--- config.mk ---
export PLATFORM = sky130hd
export DESIGN_NAME = rx_top
export DESIGN_NICKNAME = d
export VERILOG_FILES = /design/src/hw/rx_pkg.sv /design/src/hw/rx_config_regs.sv /design/src/hw/fcs_crc32.sv /design/src/hw/rx_ctrl.sv /design/src/hw/rx_top.sv
export VERILOG_INCLUDE_DIRS = /design/src /design/src/hw
export SDC_FILE = /design/constraint.sdc
export NUM_CORES = 1
export LEC_CHECK = 0
export BUFFER_PORTS_ARGS = -buffer_cell sky130_fd_sc_hd__buf_2
export CORE_UTILIZATION = 40
export DETAILED_ROUTE_END_ITERATION = 12
export GPL_TIMING_DRIVEN = 0
export SYNTH_ARGS = -nofsm -noshare
export SYNTH_HDL_FRONTEND = slang
export SYNTH_SLANG_ARGS = --single-unit
--- constraint.sdc ---
create_clock -name clock -period 2.8 [get_ports clock]
set_clock_uncertainty 0.05 [all_clocks]
set_input_delay 0.28 -clock clock [delete_from_list [all_inputs] [get_ports clock]]
set_output_delay 0.28 -clock clock [all_outputs]
set_load 0.1 [all_outputs]
--- src/hw/rx_cfg.svh ---
`ifndef RX_CFG_SVH
`define RX_CFG_SVH

// received signal strength in half dB steps
`define RX_RSSI_W 11

// host register bus
`define RX_ADDR_W 8
`define RX_DATA_W 32

// register map
`define RX_REG_THRES 8'd0
// bit 0 is the receive enable
`define RX_REG_CTRL 8'd1

// power threshold after reset
`define RX_THRES_RESET 11'd100

// crc register left by a frame whose fcs is intact
`define RX_FCS_RESIDUE 32'hC704_DD7B

// eight states of four bits each
`define RX_HIST_W 32

`endif

--- src/hw/rx_pkg.sv ---
`include "rx_cfg.svh"

package rx_pkg;

    //////////////////////////////////////////////////
    // controller states
    //////////////////////////////////////////////////

    // the low nibble of each code goes into the state history
    typedef enum logic [4:0] {
        WAIT_POWER    = 5'd0,
        WAIT_PREAMBLE = 5'd1,
        DECODE_SIGNAL = 5'd2,
        CHECK_SIGNAL  = 5'd3,
        SIGNAL_ERROR  = 5'd4,
        DECODE_DATA   = 5'd5,
        DECODE_DONE   = 5'd6
    } rx_state_e;

    // reported with the header pulse and the fcs pulse
    typedef enum logic [4:0] {
        OK               = 5'd0,
        PARITY_FAIL      = 5'd1,
        WRONG_RSVD       = 5'd2,
        WRONG_TAIL       = 5'd3,
        UNSUPPORTED_RATE = 5'd4,
        WRONG_FCS        = 5'd5
    } rx_status_e;

    //////////////////////////////////////////////////
    // packed words
    //////////////////////////////////////////////////

    // legacy SIGNAL field, rate in the lsbs
    typedef struct packed {
        logic [5:0]  tail;
        logic        parity;
        logic [11:0] length;
        logic        reserved;
        logic [3:0]  rate;
    } legacy_sig_t;

    // register block to controller
    typedef struct packed {
        logic [`RX_RSSI_W-1:0] power_thres;
        logic                  rx_enable;
    } rx_config_t;

    // reported with a good header
    typedef struct packed {
        logic [11:0] length;
        logic [3:0]  rate;
    } pkt_info_t;

endpackage

--- src/hw/rx_config_regs.sv ---
`timescale 1ns/1ns
`include "rx_cfg.svh"

module rx_config_regs (
    input  logic                  clock,
    input  logic                  reset,
    input  logic                  set_stb_i,
    input  logic [`RX_ADDR_W-1:0] set_addr_i,
    input  logic [`RX_DATA_W-1:0] set_data_i,
    output rx_pkg::rx_config_t    cfg_o
);
    import rx_pkg::*;

    rx_config_t cfg_q;
    logic       wr_thres;
    logic       wr_ctrl;

    // address decode
    assign wr_thres = set_stb_i && (set_addr_i == `RX_REG_THRES);
    assign wr_ctrl  = set_stb_i && (set_addr_i == `RX_REG_CTRL);

    // other addresses fall through untouched
    always_ff @(posedge clock) begin
        if (reset) begin
            cfg_q.power_thres <= `RX_THRES_RESET;
            cfg_q.rx_enable   <= 1'b1;
        end else begin
            if (wr_thres) begin
                cfg_q.power_thres <= set_data_i[`RX_RSSI_W-1:0];
            end
            if (wr_ctrl) begin
                cfg_q.rx_enable <= set_data_i[0];
            end
        end
    end

    assign cfg_o = cfg_q;

endmodule

--- src/hw/fcs_crc32.sv ---
`timescale 1ns/1ns

module fcs_crc32 (
    input  logic        clock,
    input  logic        reset,
    input  logic        restart_i,
    input  logic        byte_en_i,
    input  logic [7:0]  byte_i,
    output logic [31:0] crc_o
);

    localparam logic [31:0] crc_poly = 32'h04C1_1DB7;

    logic [7:0]  byte_rev;
    logic [31:0] crc_q;
    logic [31:0] crc_next;

    // bit 0 is first on air, so it goes to the msb
    always_comb begin
        for (int i = 0; i < 8; i++) begin
            byte_rev[i] = byte_i[7 - i];
        end
    end

    // eight serial lfsr steps per byte, msb first
    always_comb begin
        crc_next = crc_q;
        for (int i = 7; i >= 0; i--) begin
            if (crc_next[31] ^ byte_rev[i]) begin
                crc_next = {crc_next[30:0], 1'b0} ^ crc_poly;
            end else begin
                crc_next = {crc_next[30:0], 1'b0};
            end
        end
    end

    always_ff @(posedge clock) begin
        if (reset) begin
            crc_q <= '0;
        end else if (restart_i) begin
            crc_q <= '0;
        end else if (byte_en_i) begin
            crc_q <= crc_next;
        end
    end

    assign crc_o = crc_q;

endmodule

--- src/hw/rx_ctrl.sv ---
`timescale 1ns/1ns
`include "rx_cfg.svh"

module rx_ctrl (
    input  logic                  clock,
    input  logic                  reset,
    input  rx_pkg::rx_config_t    cfg_i,
    input  logic [`RX_RSSI_W-1:0] rssi_i,
    input  logic                  preamble_i,
    input  logic [7:0]            byte_i,
    input  logic                  byte_strobe_i,
    input  logic [31:0]           crc_i,
    output logic                  crc_restart_o,
    output logic                  crc_byte_en_o,
    output logic [7:0]            byte_o,
    output logic                  byte_strobe_o,
    output rx_pkg::pkt_info_t     pkt_info_o,
    output logic                  header_valid_o,
    output logic                  header_valid_strobe_o,
    output logic                  pkt_begin_o,
    output logic                  fcs_strobe_o,
    output logic                  fcs_ok_o,
    output rx_pkg::rx_status_e    status_o,
    output logic                  demod_ongoing_o,
    output logic [`RX_HIST_W-1:0] state_history_o
);
    import rx_pkg::*;

    rx_state_e   state_q;
    rx_state_e   state_d;
    legacy_sig_t sig_q;
    rx_status_e  sig_status;
    logic [1:0]  sig_cnt_q;
    logic [11:0] data_cnt_q;
    logic        power_trig;
    logic        sig_shift;
    logic        sig_err;
    logic        len_done;
    logic        data_byte;
    logic        crc_good;

    //////////////////////////////////////////////////
    // decode helpers
    //////////////////////////////////////////////////

    // receive enable low keeps the trigger off
    assign power_trig = cfg_i.rx_enable && (rssi_i >= cfg_i.power_thres);

    assign sig_shift = (state_q == DECODE_SIGNAL) && byte_strobe_i && (sig_cnt_q != 2'd3);
    assign len_done  = data_cnt_q >= pkt_info_o.length;
    assign data_byte = (state_q == DECODE_DATA) && byte_strobe_i && !len_done;
    assign crc_good  = crc_i == `RX_FCS_RESIDUE;

    // checks in priority order
    always_comb begin
        if (^sig_q[17:0]) begin
            sig_status = PARITY_FAIL;
        end else if (sig_q.reserved) begin
            sig_status = WRONG_RSVD;
        end else if (|sig_q.tail) begin
            sig_status = WRONG_TAIL;
        end else if (!sig_q.rate[3]) begin
            sig_status = UNSUPPORTED_RATE;
        end else begin
            sig_status = OK;
        end
    end

    assign sig_err = sig_status != OK;

    // data bytes pass straight through
    assign byte_o        = byte_i;
    assign byte_strobe_o = data_byte;
    assign crc_byte_en_o = data_byte;
    // crc cleared while the header is judged
    assign crc_restart_o = state_q == CHECK_SIGNAL;

    //////////////////////////////////////////////////
    // state machine
    //////////////////////////////////////////////////

    always_comb begin
        state_d = state_q;
        case (state_q)
            WAIT_POWER: begin
                if (power_trig) begin
                    state_d = WAIT_PREAMBLE;
                end
            end
            WAIT_PREAMBLE: begin
                // a preamble pulse wins over a power drop
                if (preamble_i) begin
                    state_d = DECODE_SIGNAL;
                end else if (!power_trig) begin
                    state_d = WAIT_POWER;
                end
            end
            DECODE_SIGNAL: begin
                if (sig_cnt_q == 2'd3) begin
                    state_d = CHECK_SIGNAL;
                end
            end
            CHECK_SIGNAL: begin
                state_d = sig_err ? SIGNAL_ERROR : DECODE_DATA;
            end
            DECODE_DATA: begin
                if (len_done) begin
                    state_d = DECODE_DONE;
                end
            end
            default: begin
                state_d = WAIT_POWER;
            end
        endcase
    end

    always_ff @(posedge clock) begin
        if (reset) begin
            state_q         <= WAIT_POWER;
            state_history_o <= '0;
        end else begin
            state_q <= state_d;
            if (state_d != state_q) begin
                state_history_o <= {state_history_o[`RX_HIST_W-5:0], state_d[3:0]};
            end
        end
    end

    // byte counters
    always_ff @(posedge clock) begin
        if (reset) begin
            sig_cnt_q  <= '0;
            data_cnt_q <= '0;
        end else begin
            if (state_q == WAIT_PREAMBLE) begin
                sig_cnt_q <= '0;
            end else if (sig_shift) begin
                sig_cnt_q <= sig_cnt_q + 2'd1;
            end
            if (state_q == CHECK_SIGNAL) begin
                data_cnt_q <= '0;
            end else if (data_byte) begin
                data_cnt_q <= data_cnt_q + 12'd1;
            end
        end
    end

    // SIGNAL word fills from the top, first byte ends in the lsbs
    always_ff @(posedge clock) begin
        if (sig_shift) begin
            sig_q <= legacy_sig_t'({byte_i, sig_q[23:8]});
        end
        if (state_q == CHECK_SIGNAL) begin
            pkt_info_o.rate   <= sig_q.rate;
            pkt_info_o.length <= sig_q.length;
        end
    end

    //////////////////////////////////////////////////
    // pulses and status
    //////////////////////////////////////////////////

    always_ff @(posedge clock) begin
        if (reset) begin
            header_valid_strobe_o <= 1'b0;
            header_valid_o        <= 1'b0;
            pkt_begin_o           <= 1'b0;
            fcs_strobe_o          <= 1'b0;
            fcs_ok_o              <= 1'b0;
            status_o              <= OK;
            demod_ongoing_o       <= 1'b0;
        end else begin
            header_valid_strobe_o <= 1'b0;
            header_valid_o        <= 1'b0;
            pkt_begin_o           <= 1'b0;
            fcs_strobe_o          <= 1'b0;
            fcs_ok_o              <= 1'b0;
            case (state_q)
                WAIT_PREAMBLE: begin
                    if (preamble_i) begin
                        demod_ongoing_o <= 1'b1;
                    end
                end
                CHECK_SIGNAL: begin
                    header_valid_strobe_o <= 1'b1;
                    header_valid_o        <= !sig_err;
                    pkt_begin_o           <= !sig_err;
                    status_o              <= sig_status;
                    if (sig_err) begin
                        demod_ongoing_o <= 1'b0;
                    end
                end
                DECODE_DATA: begin
                    // crc already holds the last byte here
                    if (len_done) begin
                        fcs_strobe_o    <= 1'b1;
                        fcs_ok_o        <= crc_good;
                        status_o        <= crc_good ? OK : WRONG_FCS;
                        demod_ongoing_o <= 1'b0;
                    end
                end
                default: begin
                end
            endcase
        end
    end

endmodule

--- src/hw/rx_top.sv ---
`timescale 1ns/1ns
`include "rx_cfg.svh"

module rx_top (
    input  logic                  clock,
    input  logic                  reset,
    input  logic                  set_stb_i,
    input  logic [`RX_ADDR_W-1:0] set_addr_i,
    input  logic [`RX_DATA_W-1:0] set_data_i,
    input  logic [`RX_RSSI_W-1:0] rssi_i,
    input  logic                  preamble_i,
    input  logic [7:0]            byte_i,
    input  logic                  byte_strobe_i,
    output logic [7:0]            byte_o,
    output logic                  byte_strobe_o,
    output rx_pkg::pkt_info_t     pkt_info_o,
    output logic                  header_valid_o,
    output logic                  header_valid_strobe_o,
    output logic                  pkt_begin_o,
    output logic                  fcs_strobe_o,
    output logic                  fcs_ok_o,
    output rx_pkg::rx_status_e    status_o,
    output logic                  demod_ongoing_o,
    output logic [`RX_HIST_W-1:0] state_history_o
);
    import rx_pkg::*;

    rx_config_t  cfg;
    logic        crc_restart;
    logic        crc_byte_en;
    logic [31:0] crc;

    rx_config_regs rx_config_regs_i (
        .clock      (clock),
        .reset      (reset),
        .set_stb_i  (set_stb_i),
        .set_addr_i (set_addr_i),
        .set_data_i (set_data_i),
        .cfg_o      (cfg)
    );

    rx_ctrl rx_ctrl_i (
        .clock                 (clock),
        .reset                 (reset),
        .cfg_i                 (cfg),
        .rssi_i                (rssi_i),
        .preamble_i            (preamble_i),
        .byte_i                (byte_i),
        .byte_strobe_i         (byte_strobe_i),
        .crc_i                 (crc),
        .crc_restart_o         (crc_restart),
        .crc_byte_en_o         (crc_byte_en),
        .byte_o                (byte_o),
        .byte_strobe_o         (byte_strobe_o),
        .pkt_info_o            (pkt_info_o),
        .header_valid_o        (header_valid_o),
        .header_valid_strobe_o (header_valid_strobe_o),
        .pkt_begin_o           (pkt_begin_o),
        .fcs_strobe_o          (fcs_strobe_o),
        .fcs_ok_o              (fcs_ok_o),
        .status_o              (status_o),
        .demod_ongoing_o       (demod_ongoing_o),
        .state_history_o       (state_history_o)
    );

    // fed from the forwarded data bytes only
    fcs_crc32 fcs_crc32_i (
        .clock     (clock),
        .reset     (reset),
        .restart_i (crc_restart),
        .byte_en_i (crc_byte_en),
        .byte_i    (byte_o),
        .crc_o     (crc)
    );

endmodule

* Word-level counts from Yosys, hierarchy flattened
Cells that the tools add are included. Widths: inputs -> output; s select.
Storage, ports and cells: register bits after elaboration 145, bits in latches 0, memory bits (writable) 0, bits in read-only memories 0, input bits 64, logic and storage cells 106, memories 0
Operators by class: add/subtract/negate cells 2, multipliers 0, divide/modulo/power cells 0, magnitude comparators 2, equality and inequality tests 12, shift operators 0, multiplexer cells 28, bitwise operators 19, reductions and logical operators 23
Operators by type and width (count):
- $mux 27 | 8
- $not 14->14 | 8
- $mux 5 | 9
- $eq 32x32->1 const B | 1
- $pmux 5 s5 | 1
- $reduce_xor 18->1 | 1
- $add 12x1->12 const B | 1
- $ge 12x12->1 | 1
- $ge 11x11->1 | 1
- $eq 5x2->1 const B | 2
- $pmux 5 s2 | 1
- $eq 8x1->1 const B | 1
- $logic_not 8->1 | 1
- $reduce_or 2->1 | 4
- $xor 1x1->1 | 8
- $logic_and 1x1->1 | 7
- $mux 1 | 6
- $mux 3 | 2
- $reduce_or 6->1 | 1
- $eq 5x1->1 const B | 1
- $eq 5x3->1 const B | 1
- $logic_not 5->1 | 1
- $ne 5x5->1 | 1
- $reduce_bool 5->1 | 1
- 12 further kinds | 17

* Logic depth before layout (Yosys ltp)
Gate-level depths: netlist (run 1).
depth after elaboration 16, depth in mapped cells 12, mapped depth without buffers 10

* By module
A second synthesis (run 1) with hierarchy kept.
Second synthesis, totals: cell total of the unflattened synthesis 646, area total of the unflattened synthesis 7259.5 um^2
Modules (own cells, without submodules):
- rx_ctrl | instances 1, cells each 414, area each 4509.3 um^2
- fcs_crc32 | instances 1, cells each 176, area each 2194.6 um^2
- rx_config_regs | instances 1, cells each 56, area each 555.5 um^2

* Worst setup path after synthesis (run 1)
Ideal clock, no wire load.
path kind register to register, from reg, netlist name rx_ctrl_i.pkt_info_o[9], to reg fcs_crc32_i.crc_q[28], in the netlist fcs_crc32_i.crc_o[28], setup time 0.071 ns, arrival time 3.179 ns, required time 2.679 ns, slack -0.500 ns, stages on the path, launching flop included 12, path buffers 2, period minus slack after synthesis 3.300 ns, cell sequence edfxtp_1 -> inv_1 -> ha_1 -> a21oi_1 -> o21ai_0 -> a221oi_1 -> nand3_1 -> inv_2 -> buf_4 -> buf_2 -> nand2_1 -> a21oi_1
On the way: word-level cells in the longest chain between the ends 3
Ends and longest elaborated chain:
- $ge 12x12->1 | RTL line rx_ctrl.sv:50 | assign len_done = data_cnt_q >= pkt_info_o.length;
- $logic_not 1->1 | RTL line rx_ctrl.sv:51 | assign data_byte = (state_q == DECODE_DATA) && byte_strobe_i && !len_done;
- $logic_and 1x1->1 | RTL line rx_ctrl.sv:51
- net byte_strobe_o | RTL line rx_top.sv:15 | output logic byte_strobe_o,
- to (signal assigned) | RTL line fcs_crc32.sv:43 | crc_q <= crc_next;
- to (decl) | RTL line fcs_crc32.sv:15 | logic [31:0] crc_q;
The timed path passes the listed nets, and every way through them passes these cells. A chain may end at the register's enable or synchronous reset.

* Final worst setup path (run 1)
from reg, netlist name rx_ctrl_i.pkt_info_o[13], to reg rx_ctrl_i.state_history_o[21]
On the way: word-level cells in the longest chain between the ends 4
Ends and longest elaborated chain:
- $ge 12x12->1 | RTL line rx_ctrl.sv:50
- $mux 5 | RTL line rx_ctrl.sv:107 | if (len_done) begin
- $pmux 5 s5 | RTL line rx_ctrl.sv:84 | case (state_q)
- $ne 5x5->1 | RTL line rx_ctrl.sv:123 | if (state_d != state_q) begin
- to (signal assigned) | RTL line rx_ctrl.sv:124 | state_history_o <= {state_history_o[`RX_HIST_W-5:0], state_d[3:0]};
- to (decl) | RTL line rx_ctrl.sv:25 | output logic [`RX_HIST_W-1:0] state_history_o
No other way between the ends.

==> impl_metrics.py, run 1 <==
metrics = {
    "power_and_ir_drop": {
        "clockPowerShare_pct": 48.1,
        "p_switching_mw": 1.13,
        "switching_share_pct": 23.0,
        "pwr-share-seq_pct": 43.1,
        "p_leak_nw": 3.60,
        "ir_drop_mv": 0.488,
        "internal-power_mw": 3.79,
        "power-per-cell-area_nw_per_um2": 573,
        "p_comb_share_pct": 8.8,
    },
    "finish": {
        "areaGrowthSynthToFinish_pct": 26.1,
        "layoutNonFillerInstCount": 1032,
        "drive_above_1_share_pct": 26.2,
        "nFillCells": 1500,
        "stdcell_area_um2": 8600,
        "nets": 888,
        "final_util_pct": 51.7,
        "n_antenna_cell": 0,
    },
    "setup_path": {
        "worstReg2RegEnd": "rx_ctrl_i.state_history_o[21]",
        "worstPathMaxFanout": 7,
        "critPathLaunchType": "register",
        "ff2ff_path_depth": 12,
        "reg2reg_slack_ns": 0.04,
        "critPathKind": "register to register",
        "cp_slowest_cell": "edfxtp_1",
        "cp_cell_sequence": "inv_2 -> ha_4 -> nand4_1 -> nor3_4 -> a31oi_2 -> buf_4 -> a32o_1 -> a41o_2 -> mux2i_4 -> buf_12 -> clkbuf_16 -> mux2i_1",
        "cp-startpoint": "rx_ctrl_i.pkt_info_o[13]",
        "cp-end-kind": "register",
        "r2r-start": "rx_ctrl_i.pkt_info_o[13]",
        "critical_path_required_ns": 3.09,
        "arrival_ns": 3.05,
        "cp_slowest_stage_delay_ns": 0.38,
    },
    "placement": {
        "portBuffers": 107,
        "place_congestion": 0.898,
        "hpwl_mm": 11.6,
        "post-place-ws_ns": -0.126,
        "placedCellCount": 986,
        "place_area_um2": 7700,
    },
    "clock_tree": {
        "cts_hold_buffers": 0,
        "cts_buffers": 17,
        "htreeDepth": 4,
        "cts_tree": "built",
        "cts_sinks": 143,
        "ctsRootBufferMaster": "clkbuf_16",
        "clk_latency_ns": 0.42,
        "cts_buffer_depth": 2,
        "clk_pin_slew_ns": 0.06,
    },
    "timing": {
        "finalMaxSlewViolations": 0,
        "period_share_pct": 98.5,
        "finalSetupViolCount": 0,
        "final.min_clock_period_ns": 2.76,
        "final.setup.worst_slack_ns": 0.0421,
        "worstMarginPinSlew_ns": 0.964,
        "finalSetupTns_ns": 0,
        "relSlewSlack_pct": 35.6,
        "max_freq_mhz": 363,
        "hold_viol_final": 0,
        "rsz0062_at_grt": "true",
    },
    "synthesis": {
        "synthCells": 656,
        "yosys-mux-area-fraction_pct": 6.35,
        "netlist.area_leader.share_pct": 30.2,
        "yosysWarnings": 0,
        "synth_xor_area_share_pct": 14.5,
        "synthArstFlopShare_pct": 0,
        "synthTopCellsByArea": "dfxtp_1, edfxtp_1, xnor2_1",
        "synth-main-ff-cell": "dfxtp_1",
        "yosysTopAreaCell": "dfxtp_1",
        "yosysSeqAreaShare_pct": 47.8,
        "ys_types": 60,
        "synth-simple-area-share_pct": 15.8,
        "synth_top_family_by_area": "simple AND/OR/NAND/NOR gates",
        "synth-adder-area-share_pct": 4.58,
        "ys_ff_latch": 143,
        "synth_compound_area_share_pct": 6.09,
        "syn_area_per_cell_um2": 10.4,
        "netlist_area_um2": 6820,
        "synth_edf_count": 40,
    },
    "run": {
        "drv_cap": 0,
    },
    "floorplan": {
        "io_pins": 132,
        "dieArea_um2": 17600,
        "initial_utilization_pct": 41.0,
        "core_um2": 16600,
        "die_h_um": 133,
        "rows": 47,
        "die_x_um": 133,
    },
    "grt": {
        "grt.overflow.total": 0,
        "grt_max_degree": 25,
        "grt_pass1_wl_mm": 24.5,
        "antenna_found_initial": 0,
        "first_global_vias": 4955,
        "grt.total_usage_pct": 17.9,
    },
    "min_path": {
        "hold_end": "rx_config_regs_i.cfg_o[11]",
        "min_from": "set_data_i[10]",
        "min_path_cells": 3,
        "min_path_type": "input port to register",
    },
    "drt": {
        "drt_iter0_drc": 157,
        "wl_per_cell_um": 15.2,
        "vias": 5028,
        "final_antenna_net_count": 0,
        "drcViolationCount": 0,
        "drt_first_pass_iters": 5,
        "vias_per_cell": 4.87,
        "wirelength_mm": 15.7,
    },
    "outcome": {
        "outcome": "finished, final reports clean",
    },
}
## worst max-delay path by stage
stage	to	slack [ns]
2_1_floorplan	rx_ctrl_i.state_history_o[6]	-0.13
3_3_place_gp	byte_strobe_o	-0.08
3_5_place_dp	byte_strobe_o	-0.13
4_1_cts	byte_strobe_o	0.03
5_1_grt	rx_ctrl_i.state_history_o[21]	-0.07
6_report	rx_ctrl_i.state_history_o[21]	0.04
## metrics by stage
stage,hold slack (ns),total power [mW]
finish,0.0424,4.93
global route,0.0435,5.10
CTS,0.0230,4.95
detailed placement,0.386,2.58
global placement,0.386,2.57
floorplan,0.329,2.49
## registers in the layout, indices dropped and copies added, names as in the netlist
| register | count |
|---|---|
| rx_ctrl_i.pkt_begin_o | 1 |
| rx_ctrl_i.header_valid_strobe_o | 1 |
| rx_ctrl_i.data_cnt_q | 12 |
| rx_ctrl_i.fcs_ok_o | 1 |
| rx_config_regs_i.cfg_o | 12 |
| rx_ctrl_i.fcs_strobe_o | 1 |
| rx_ctrl_i.demod_ongoing_o | 1 |
| fcs_crc32_i.crc_o | 32 |
| rx_ctrl_i.sig_q | 24 |
| rx_ctrl_i.sig_cnt_q | 2 |
| rx_ctrl_i.state_q | 5 |
| rx_ctrl_i.status_o | 3 |
| rx_ctrl_i.state_history_o | 32 |
| rx_ctrl_i.pkt_info_o | 16 |
## layout make-up
cell class | count | area (um2) | share of cell area [%]
inverter | 31 | 116 | 1.35
clock inverter | 14 | 189 | 2.20
clock buffer | 18 | 429 | 4.99
buffer | 35 | 240 | 2.79
tap | 220 | 275 | 3.20
multi-input combinational | 449 | 3360 | 39.1
timing repair buffer | 122 | 728 | 8.46
sequential | 143 | 3260 | 37.9
## power by group through the flow
stage | Clock [mW] | Sequential, mW | Combinational [mW]
after CTS | 2.41 | 2.12 | 0.410
final | 2.37 | 2.13 | 0.432
after floorplan | 0 | 2.18 | 0.302
after global routing | 2.52 | 2.12 | 0.462
after global placement | 0 | 2.17 | 0.405
after detailed placement | 0 | 2.17 | 0.408
## cell families after synthesis
| logic type | Yosys count |
|---|---|
| xor gates and xnor gates | 97 |
| muxes | 42 |
| buffers and inverters | 67 |
| adders and majority gates | 25 |
| AOI/OAI and AO/OA | 70 |
| and+or+nand+nor | 211 |
| DFF | 143 |
| other | 1 |
## routing by layer
layer | up-vias | GRT usage [%] | wire [um]
li1 | 2500 | - | -
met1 | 2354 | 20.9 | 6900
met2 | 148 | 30.8 | 7670
met3 | 26 | 4.33 | 759
met4 | 0 | 8.94 | 374
met5 | - | 0 | 0
## Yosys cell counts (all sizes together), types with 2 or more instances
master,count
dfxtp,103
xnor2,67
nand2,62
nor2,52
mux2i,42
a21oi,40
edfxtp,40
nand2b,34
inv,31
xor2,29
ha,25
buf,22
clkbuf,14
nand4,11
nor3,9
o21ai,9
and3,8
nand3,7
a211oi,5
and2,4
nor4,4
nand4b,3
o211ai,3
or3,3
a221oi,2
a31oi,2
and4,2
nor2b,2
nor4b,2
o22ai,2
or2,2
## critical path: cells and delay by family (launching register included)
kind,cells,cell delay (ns)
adder cells (fa/ha/maj),1,0.26
buffers and inverters,4,0.55
flip-flops,1,0.38
AND/OR/NAND/NOR,2,0.42
multiplexers,2,0.42
AO/OA/AOI/OAI,3,0.61
## cell usage in the layout (no fill, tap or decap), drive strengths merged, types with 3 or more instances in the layout
| cell type | count |
|---|---|
| nor4 | 4 |
| a211oi | 5 |
| and3 | 8 |
| inv | 33 |
| a21oi | 40 |
| o21ai | 9 |
| nand2b | 34 |
| or3 | 3 |
| nand4b | 3 |
| bufinv | 4 |
| nor3 | 9 |
| dfxtp | 103 |
| mux2i | 42 |
| clkinv | 7 |
| ha | 25 |
| buf | 140 |
| and2 | 4 |
| nor2 | 52 |
| nand4 | 11 |
| nand2 | 62 |
| xnor2 | 67 |
| o211ai | 3 |
| conb | 4 |
| nand3 | 7 |
| edfxtp | 40 |
| xor2 | 29 |
| clkbuf | 35 |
## repair_timing
item                       4_1_cts  5_1_grt
setup endpoints to repair        1       29
gates cloned                     0        3
pin swaps                        2       10
hold endpoints to repair         0        0
buffers inserted                 4        8
gates resized for setup         10       15
Note: power is estimated with default switching activity, not from simulation.
==> run 2, diff against run 1 <==
--- a/config.mk
+++ b/config.mk
@@ -7,9 +7,12 @@
 export NUM_CORES = 1
 export LEC_CHECK = 0
 export BUFFER_PORTS_ARGS = -buffer_cell sky130_fd_sc_hd__buf_2
+export CORE_MARGIN = 2
 export CORE_UTILIZATION = 40
 export DETAILED_ROUTE_END_ITERATION = 12
 export GPL_TIMING_DRIVEN = 0
+export PLACE_DENSITY = 0.63
+export RECOVER_POWER = 100
 export SYNTH_ARGS = -nofsm -noshare
 export SYNTH_HDL_FRONTEND = slang
 export SYNTH_SLANG_ARGS = --single-unit
==> run 2 against run 1 <==
  * Final cell count decreased by 0.39%
  * Critical path depth did not move
  * Core utilization fell by 0.92 points
  * First-iteration DRC count is 23% higher
  * Wire length down 3.9%
  * Sequential share of layout area grew 0.69 points
  * Critical path type unchanged
  * Critical endpoint is now rx_ctrl_i.state_history_o[6]
==> impl_metrics.py, run 2 (synthesis gave the netlist of run 1 again) <==
metrics = {
    "setup_path": {
        "critPathTopFamily": "compound AO/OA/AOI/OAI gates",
        "path_buf_inv": 4,
        "worstPathMaxFanout": 5,
        "critical_path_required_ns": 3.08,
        "r2r-start": "rx_ctrl_i.pkt_info_o[11]",
        "critPathLaunchType": "register",
        "arrival_ns": 2.96,
        "cp_cell_sequence": "inv_1 -> ha_1 -> a21oi_2 -> o21ai_2 -> a221oi_4 -> buf_4 -> a32o_1 -> a41o_2 -> mux2i_4 -> buf_12 -> buf_8 -> mux2i_1",
        "cp-startpoint": "rx_ctrl_i.pkt_info_o[11]",
        "cp_slowest_cell": "edfxtp_1",
        "cp_slowest_stage_delay_ns": 0.41,
        "critPathKind": "register to register",
        "cp-end-kind": "register",
    },
    "clock_tree": {
        "cts_tree": "built",
        "cts_sinks": 143,
        "ctsRootBufferMaster": "clkbuf_16",
        "clk_latency_ns": 0.42,
        "htreeDepth": 4,
        "cts_buffer_depth": 2,
        "cts_hold_buffers": 0,
        "cts_buffers": 17,
        "clk_pin_slew_ns": 0.06,
    },
    "placement": {
        "hpwl_mm": 11.3,
        "post-place-ws_ns": -0.161,
        "place_area_um2": 7700,
        "portBuffers": 107,
        "place_congestion": 0.920,
    },
    "timing": {
        "relSlewSlack_pct": 18.1,
        "final.min_clock_period_ns": 2.68,
        "period_share_pct": 95.7,
        "finalMaxSlewViolations": 0,
        "worstMarginPinSlew_ns": 1.23,
        "max_freq_mhz": 373,
        "final.setup.worst_slack_ns": 0.119,
        "finalSetupViolCount": 0,
        "rsz0062_at_grt": "true",
        "holdWs_ns": 0.0528,
        "hold_viol_final": 0,
    },
    "floorplan": {
        "core_um2": 16600,
        "io_pins": 132,
        "die_h_um": 135,
        "rows": 47,
        "die_x_um": 135,
        "dieArea_um2": 18100,
        "initial_utilization_pct": 41.0,
    },
    "finish": {
        "final_cell_mix": "dfxtp_1, clkbuf_1, nand2_1",
        "n_antenna_cell": 0,
        "final_util_pct": 50.8,
        "nets": 884,
        "stdcell_area_um2": 8450,
        "areaGrowthSynthToFinish_pct": 23.8,
        "drive_above_1_share_pct": 16.5,
        "mostFrequentLayoutCell": "dfxtp_1",
    },
    "power_and_ir_drop": {
        "p_leak_nw": 3.32,
        "power-per-cell-area_nw_per_um2": 598,
        "ir_drop_mv": 0.419,
        "total_power_mw": 5.05,
    },
    "outcome": {
        "outcome": "finished, final reports clean",
    },
    "grt": {
        "antenna_found_initial": 0,
        "grt_pass1_wl_mm": 24.0,
        "grt_max_degree": 25,
        "first_global_vias": 4819,
        "grt.total_usage_pct": 16.9,
        "grt.overflow.total": 0,
    },
    "drt": {
        "drt_first_pass_iters": 4,
        "wl_per_cell_um": 14.7,
        "drt_iter0_drc": 193,
        "vias_per_cell": 4.82,
        "final_antenna_net_count": 0,
        "vias": 4960,
        "wirelength_mm": 15.1,
        "drcViolationCount": 0,
    },
    "run": {
        "drv_cap": 0,
    },
    "min_path": {
        "min_from": "set_data_i[2]",
        "min_path_type": "input port to register",
    },
}
run 2: changes by cell type in the layout (fill, tap and decap cells not counted), sizes merged:
| cell | delta |
|---|---|
| buf | -74 |
| clkinv | -5 |
| inv | +2 |
| clkbuf | +74 |
| clkinvlp | -1 |
run 2: cell type report:
| type | instances | area, um2 |
|---|---|---|
| Fill cell | 1536 | 8190 |
| Multi-Input combinational cell | 449 | 3310 |
| Sequential cell | 143 | 3260 |
| Timing Repair Buffer | 118 | 573 |
| Clock buffer | 22 | 497 |
| Tap cell | 220 | 275 |
| Buffer | 35 | 245 |
| Clock inverter | 10 | 169 |
| Inverter | 31 | 116 |
run 2: worst register-to-register path, stage by stage, from the launching register on:
cell and delay, ns:
edfxtp_1 0.41, inv_1 0.07, ha_1 0.25, a21oi_2 0.14, o21ai_2 0.08, a221oi_4 0.37, buf_4 0.18, a32o_1 0.13
a41o_2 0.16, mux2i_4 0.26, buf_12 0.15, buf_8 0.12, mux2i_1 0.21
run 2: per-layer routing:
metal	routed length [um]	global-route usage (%)	share of wire, %	vias to the layer above
li1	-	-	-	2508
met1	6990	21.6	46	2294
met5	0	0	0	-
met3	699	3.94	4.6	20
met4	269	7.02	1.8	0
met2	7140	27.6	47	138
run 2: stage by stage:
| stage | TNS, ns | std cells |
|---|---|---|
| finish | 0 | 1028 |
| global route | -0.0233 | 1028 |
| CTS | 0 | 1021 |
| detailed placement | -0.161 | 986 |
| global placement | -0.130 | 986 |
| floorplan | -3.88 | 659 |
run 2: repair_timing:
item,in CTS,in global routing
gates resized for setup,11,7
setup endpoints to repair,1,29
setup buffers,4,6
endpoints found under the hold margin,0,0
gates cloned,0,1
pin swaps,3,3
run 2: path summary, 6_finish.rpt:
check / depth (start not counted) / end / slack, ns
setup / recovery: 12 / rx_ctrl_i.state_history_o[6] / 0.12
hold reg to reg: 0 / rx_ctrl_i.sig_q[14] / 0.40
setup reg to reg: 12 / rx_ctrl_i.state_history_o[6] / 0.12
hold / removal: 3 / rx_config_regs_i.cfg_o[3] / 0.05
run 2: power by group:
| group | internal (mW) | total [mW] | switching, mW | leakage, nW |
|---|---|---|---|---|
| clock network | 1.63 | 2.51 | 0.876 | 0.330 |
| registers | 2.12 | 2.13 | 0.00463 | 1.19 |
| logic | 0.169 | 0.416 | 0.247 | 1.80 |
| total | 3.92 | 5.05 | 1.13 | 3.32 |
==> run 3, diff against run 2 <==
--- a/config.mk
+++ b/config.mk
@@ -11,7 +11,6 @@
 export CORE_UTILIZATION = 40
 export DETAILED_ROUTE_END_ITERATION = 12
 export GPL_TIMING_DRIVEN = 0
-export PLACE_DENSITY = 0.63
 export RECOVER_POWER = 100
 export SYNTH_ARGS = -nofsm -noshare
 export SYNTH_HDL_FRONTEND = slang
==> run 3 against run 2 <==
  * Sequential power barely moved
  * Wire length rose by 2.9%
  * Flip-flop and latch count did not move
  * Setup slack got worse by 0.059 ns
  * Critical path type unchanged
  * Critical endpoint is now rx_ctrl_i.state_history_o[24]
==> impl_metrics.py, run 3 (synthesis gave the netlist of run 1 again) <==
metrics = {
    "outcome": {
        "outcome": "finished, final reports clean",
    },
    "drt": {
        "drt_iter0_drc": 250,
        "wl_per_cell_um": 15.1,
        "vias_per_cell": 4.90,
        "wirelength_mm": 15.5,
        "drt_first_pass_iters": 4,
        "final_antenna_net_count": 0,
        "drcViolationCount": 0,
        "vias": 5038,
    },
    "placement": {
        "placedCellCount": 986,
        "portBuffers": 107,
        "place_congestion": 0.885,
        "hpwl_mm": 11.6,
        "place_area_um2": 7700,
        "post-place-ws_ns": -0.104,
    },
    "setup_path": {
        "critical_path_required_ns": 3.08,
        "cp_cell_sequence": "inv_2 -> ha_4 -> a21oi_2 -> o21ai_2 -> a221oi_4 -> clkbuf_1 -> a32o_1 -> a41o_2 -> mux2i_4 -> buf_12 -> buf_8 -> mux2i_1",
        "critPathTopFamily": "compound AO/OA/AOI/OAI gates",
        "cp_slowest_stage_delay_ns": 0.42,
        "critPathKind": "register to register",
        "critPathLaunchType": "register",
        "cp-end-kind": "register",
        "path_buf_inv": 4,
        "worstPathMaxFanout": 10,
        "arrival_ns": 3.02,
        "cp_slowest_cell": "edfxtp_1",
    },
    "clock_tree": {
        "cts_buffer_depth": 2,
        "cts_sinks": 143,
        "cts_buffers": 17,
        "htreeDepth": 4,
        "cts_tree": "built",
        "clk_latency_ns": 0.41,
        "ctsRootBufferMaster": "clkbuf_16",
        "cts_hold_buffers": 0,
        "clk_pin_slew_ns": 0.06,
    },
    "min_path": {
        "min_path_type": "input port to register",
    },
    "timing": {
        "finalMaxSlewViolations": 0,
        "relSlewSlack_pct": 14.8,
        "worstMarginPinSlew_ns": 1.28,
        "final.setup.worst_slack_ns": 0.0605,
        "period_share_pct": 97.8,
        "max_freq_mhz": 365,
        "finalSetupViolCount": 0,
        "hold_viol_final": 0,
        "rsz0062_at_grt": "true",
        "final.min_clock_period_ns": 2.74,
    },
    "grt": {
        "grt_max_degree": 25,
        "antenna_found_initial": 0,
        "grt.total_usage_pct": 17.4,
        "grt_pass1_wl_mm": 24.8,
        "first_global_vias": 5001,
        "grt.overflow.total": 0,
    },
    "power_and_ir_drop": {
        "p_leak_nw": 3.28,
        "total_power_mw": 4.82,
        "ir_drop_mv": 0.384,
        "power-per-cell-area_nw_per_um2": 572,
    },
    "finish": {
        "n_antenna_cell": 0,
        "final_cell_mix": "dfxtp_1, clkbuf_1, nand2_1",
        "nets": 885,
        "stdcell_area_um2": 8420,
        "drive_above_1_share_pct": 17.2,
        "areaGrowthSynthToFinish_pct": 23.4,
        "mostFrequentLayoutCell": "dfxtp_1",
        "layoutNonFillerInstCount": 1029,
    },
    "floorplan": {
        "core_um2": 16600,
        "initial_utilization_pct": 41.0,
        "rows": 47,
        "io_pins": 132,
        "die_h_um": 135,
        "die_x_um": 135,
        "dieArea_um2": 18100,
    },
    "run": {
        "drv_cap": 0,
    },
}
## run 3: cell types whose count changed in the layout (fill, tap and decap cells not counted), sizes merged
cell,before,now
clkinvlp,0,3
bufinv,4,2
clkinv,2,4
inv,35,37
clkbuf,109,105
## run 3: timing repair
| item | CTS | global route |
|---|---|---|
| resized for setup | 7 | 14 |
| setup endpoints to repair | 1 | 30 |
| cloned | 0 | 1 |
| setup buffers | 4 | 6 |
| pin swaps | 2 | 7 |
## run 3: layout make-up
class / instances / area, um2
sequential: 143 / 3260
tap: 220 / 275
timing repair buffer: 118 / 569
clock inverter: 15 / 175
inverter: 31 / 116
buffer: 36 / 246
clock buffer: 17 / 425
multi-input combinational: 449 / 3350
fill: 1550 / 8220
## run 3: metrics by stage
stage          util [%]  TNS (ns)  hold WS [ns]
4_1_cts            50.3         0        0.0305
6_report           50.6         0        0.0498
3_5_place_dp       46.3    -0.104         0.387
5_1_grt            50.6    -0.565        0.0430
3_3_place_gp       46.3    -0.100         0.385
2_1_floorplan         -     -3.88         0.329
## run 3: power by group
group | internal [mW] | switching, mW | leakage [nW]
registers | 2.12 | 0.00469 | 1.19
logic | 0.167 | 0.248 | 1.80
clock network | 1.34 | 0.937 | 0.286
total | 3.63 | 1.19 | 3.28
## run 3: final timing paths
check	from	end	slack [ns]	cells past startpoint
setup / recovery	rx_ctrl_i.pkt_info_o[11]	rx_ctrl_i.state_history_o[24]	0.06	12
hold / removal	set_data_i[0]	rx_config_regs_i.cfg_o[0]	0.05	3
setup reg to reg	rx_ctrl_i.pkt_info_o[11]	rx_ctrl_i.state_history_o[24]	0.06	12
hold reg to reg	rx_ctrl_i.sig_q[19]	rx_ctrl_i.sig_q[11]	0.40	0
## run 3: worst register-to-register path, cell delays in order (launching register included)
cell and delay [ns]:
edfxtp_1 0.42, inv_2 0.09, ha_4 0.20, a21oi_2 0.16
o21ai_2 0.09, a221oi_4 0.35, clkbuf_1 0.19, a32o_1 0.16
a41o_2 0.17, mux2i_4 0.26, buf_12 0.15, buf_8 0.16
mux2i_1 0.22
## run 3: routing by layer
layer  global-route usage (%)  vias to the layer above  share of wire (%)
met5                        0                        -                  0
li1                         -                     2493                  -
met4                     5.67                        0                1.2
met1                     20.7                     2364                 44
met3                     4.32                       15                5.4
met2                     30.7                      166                 49
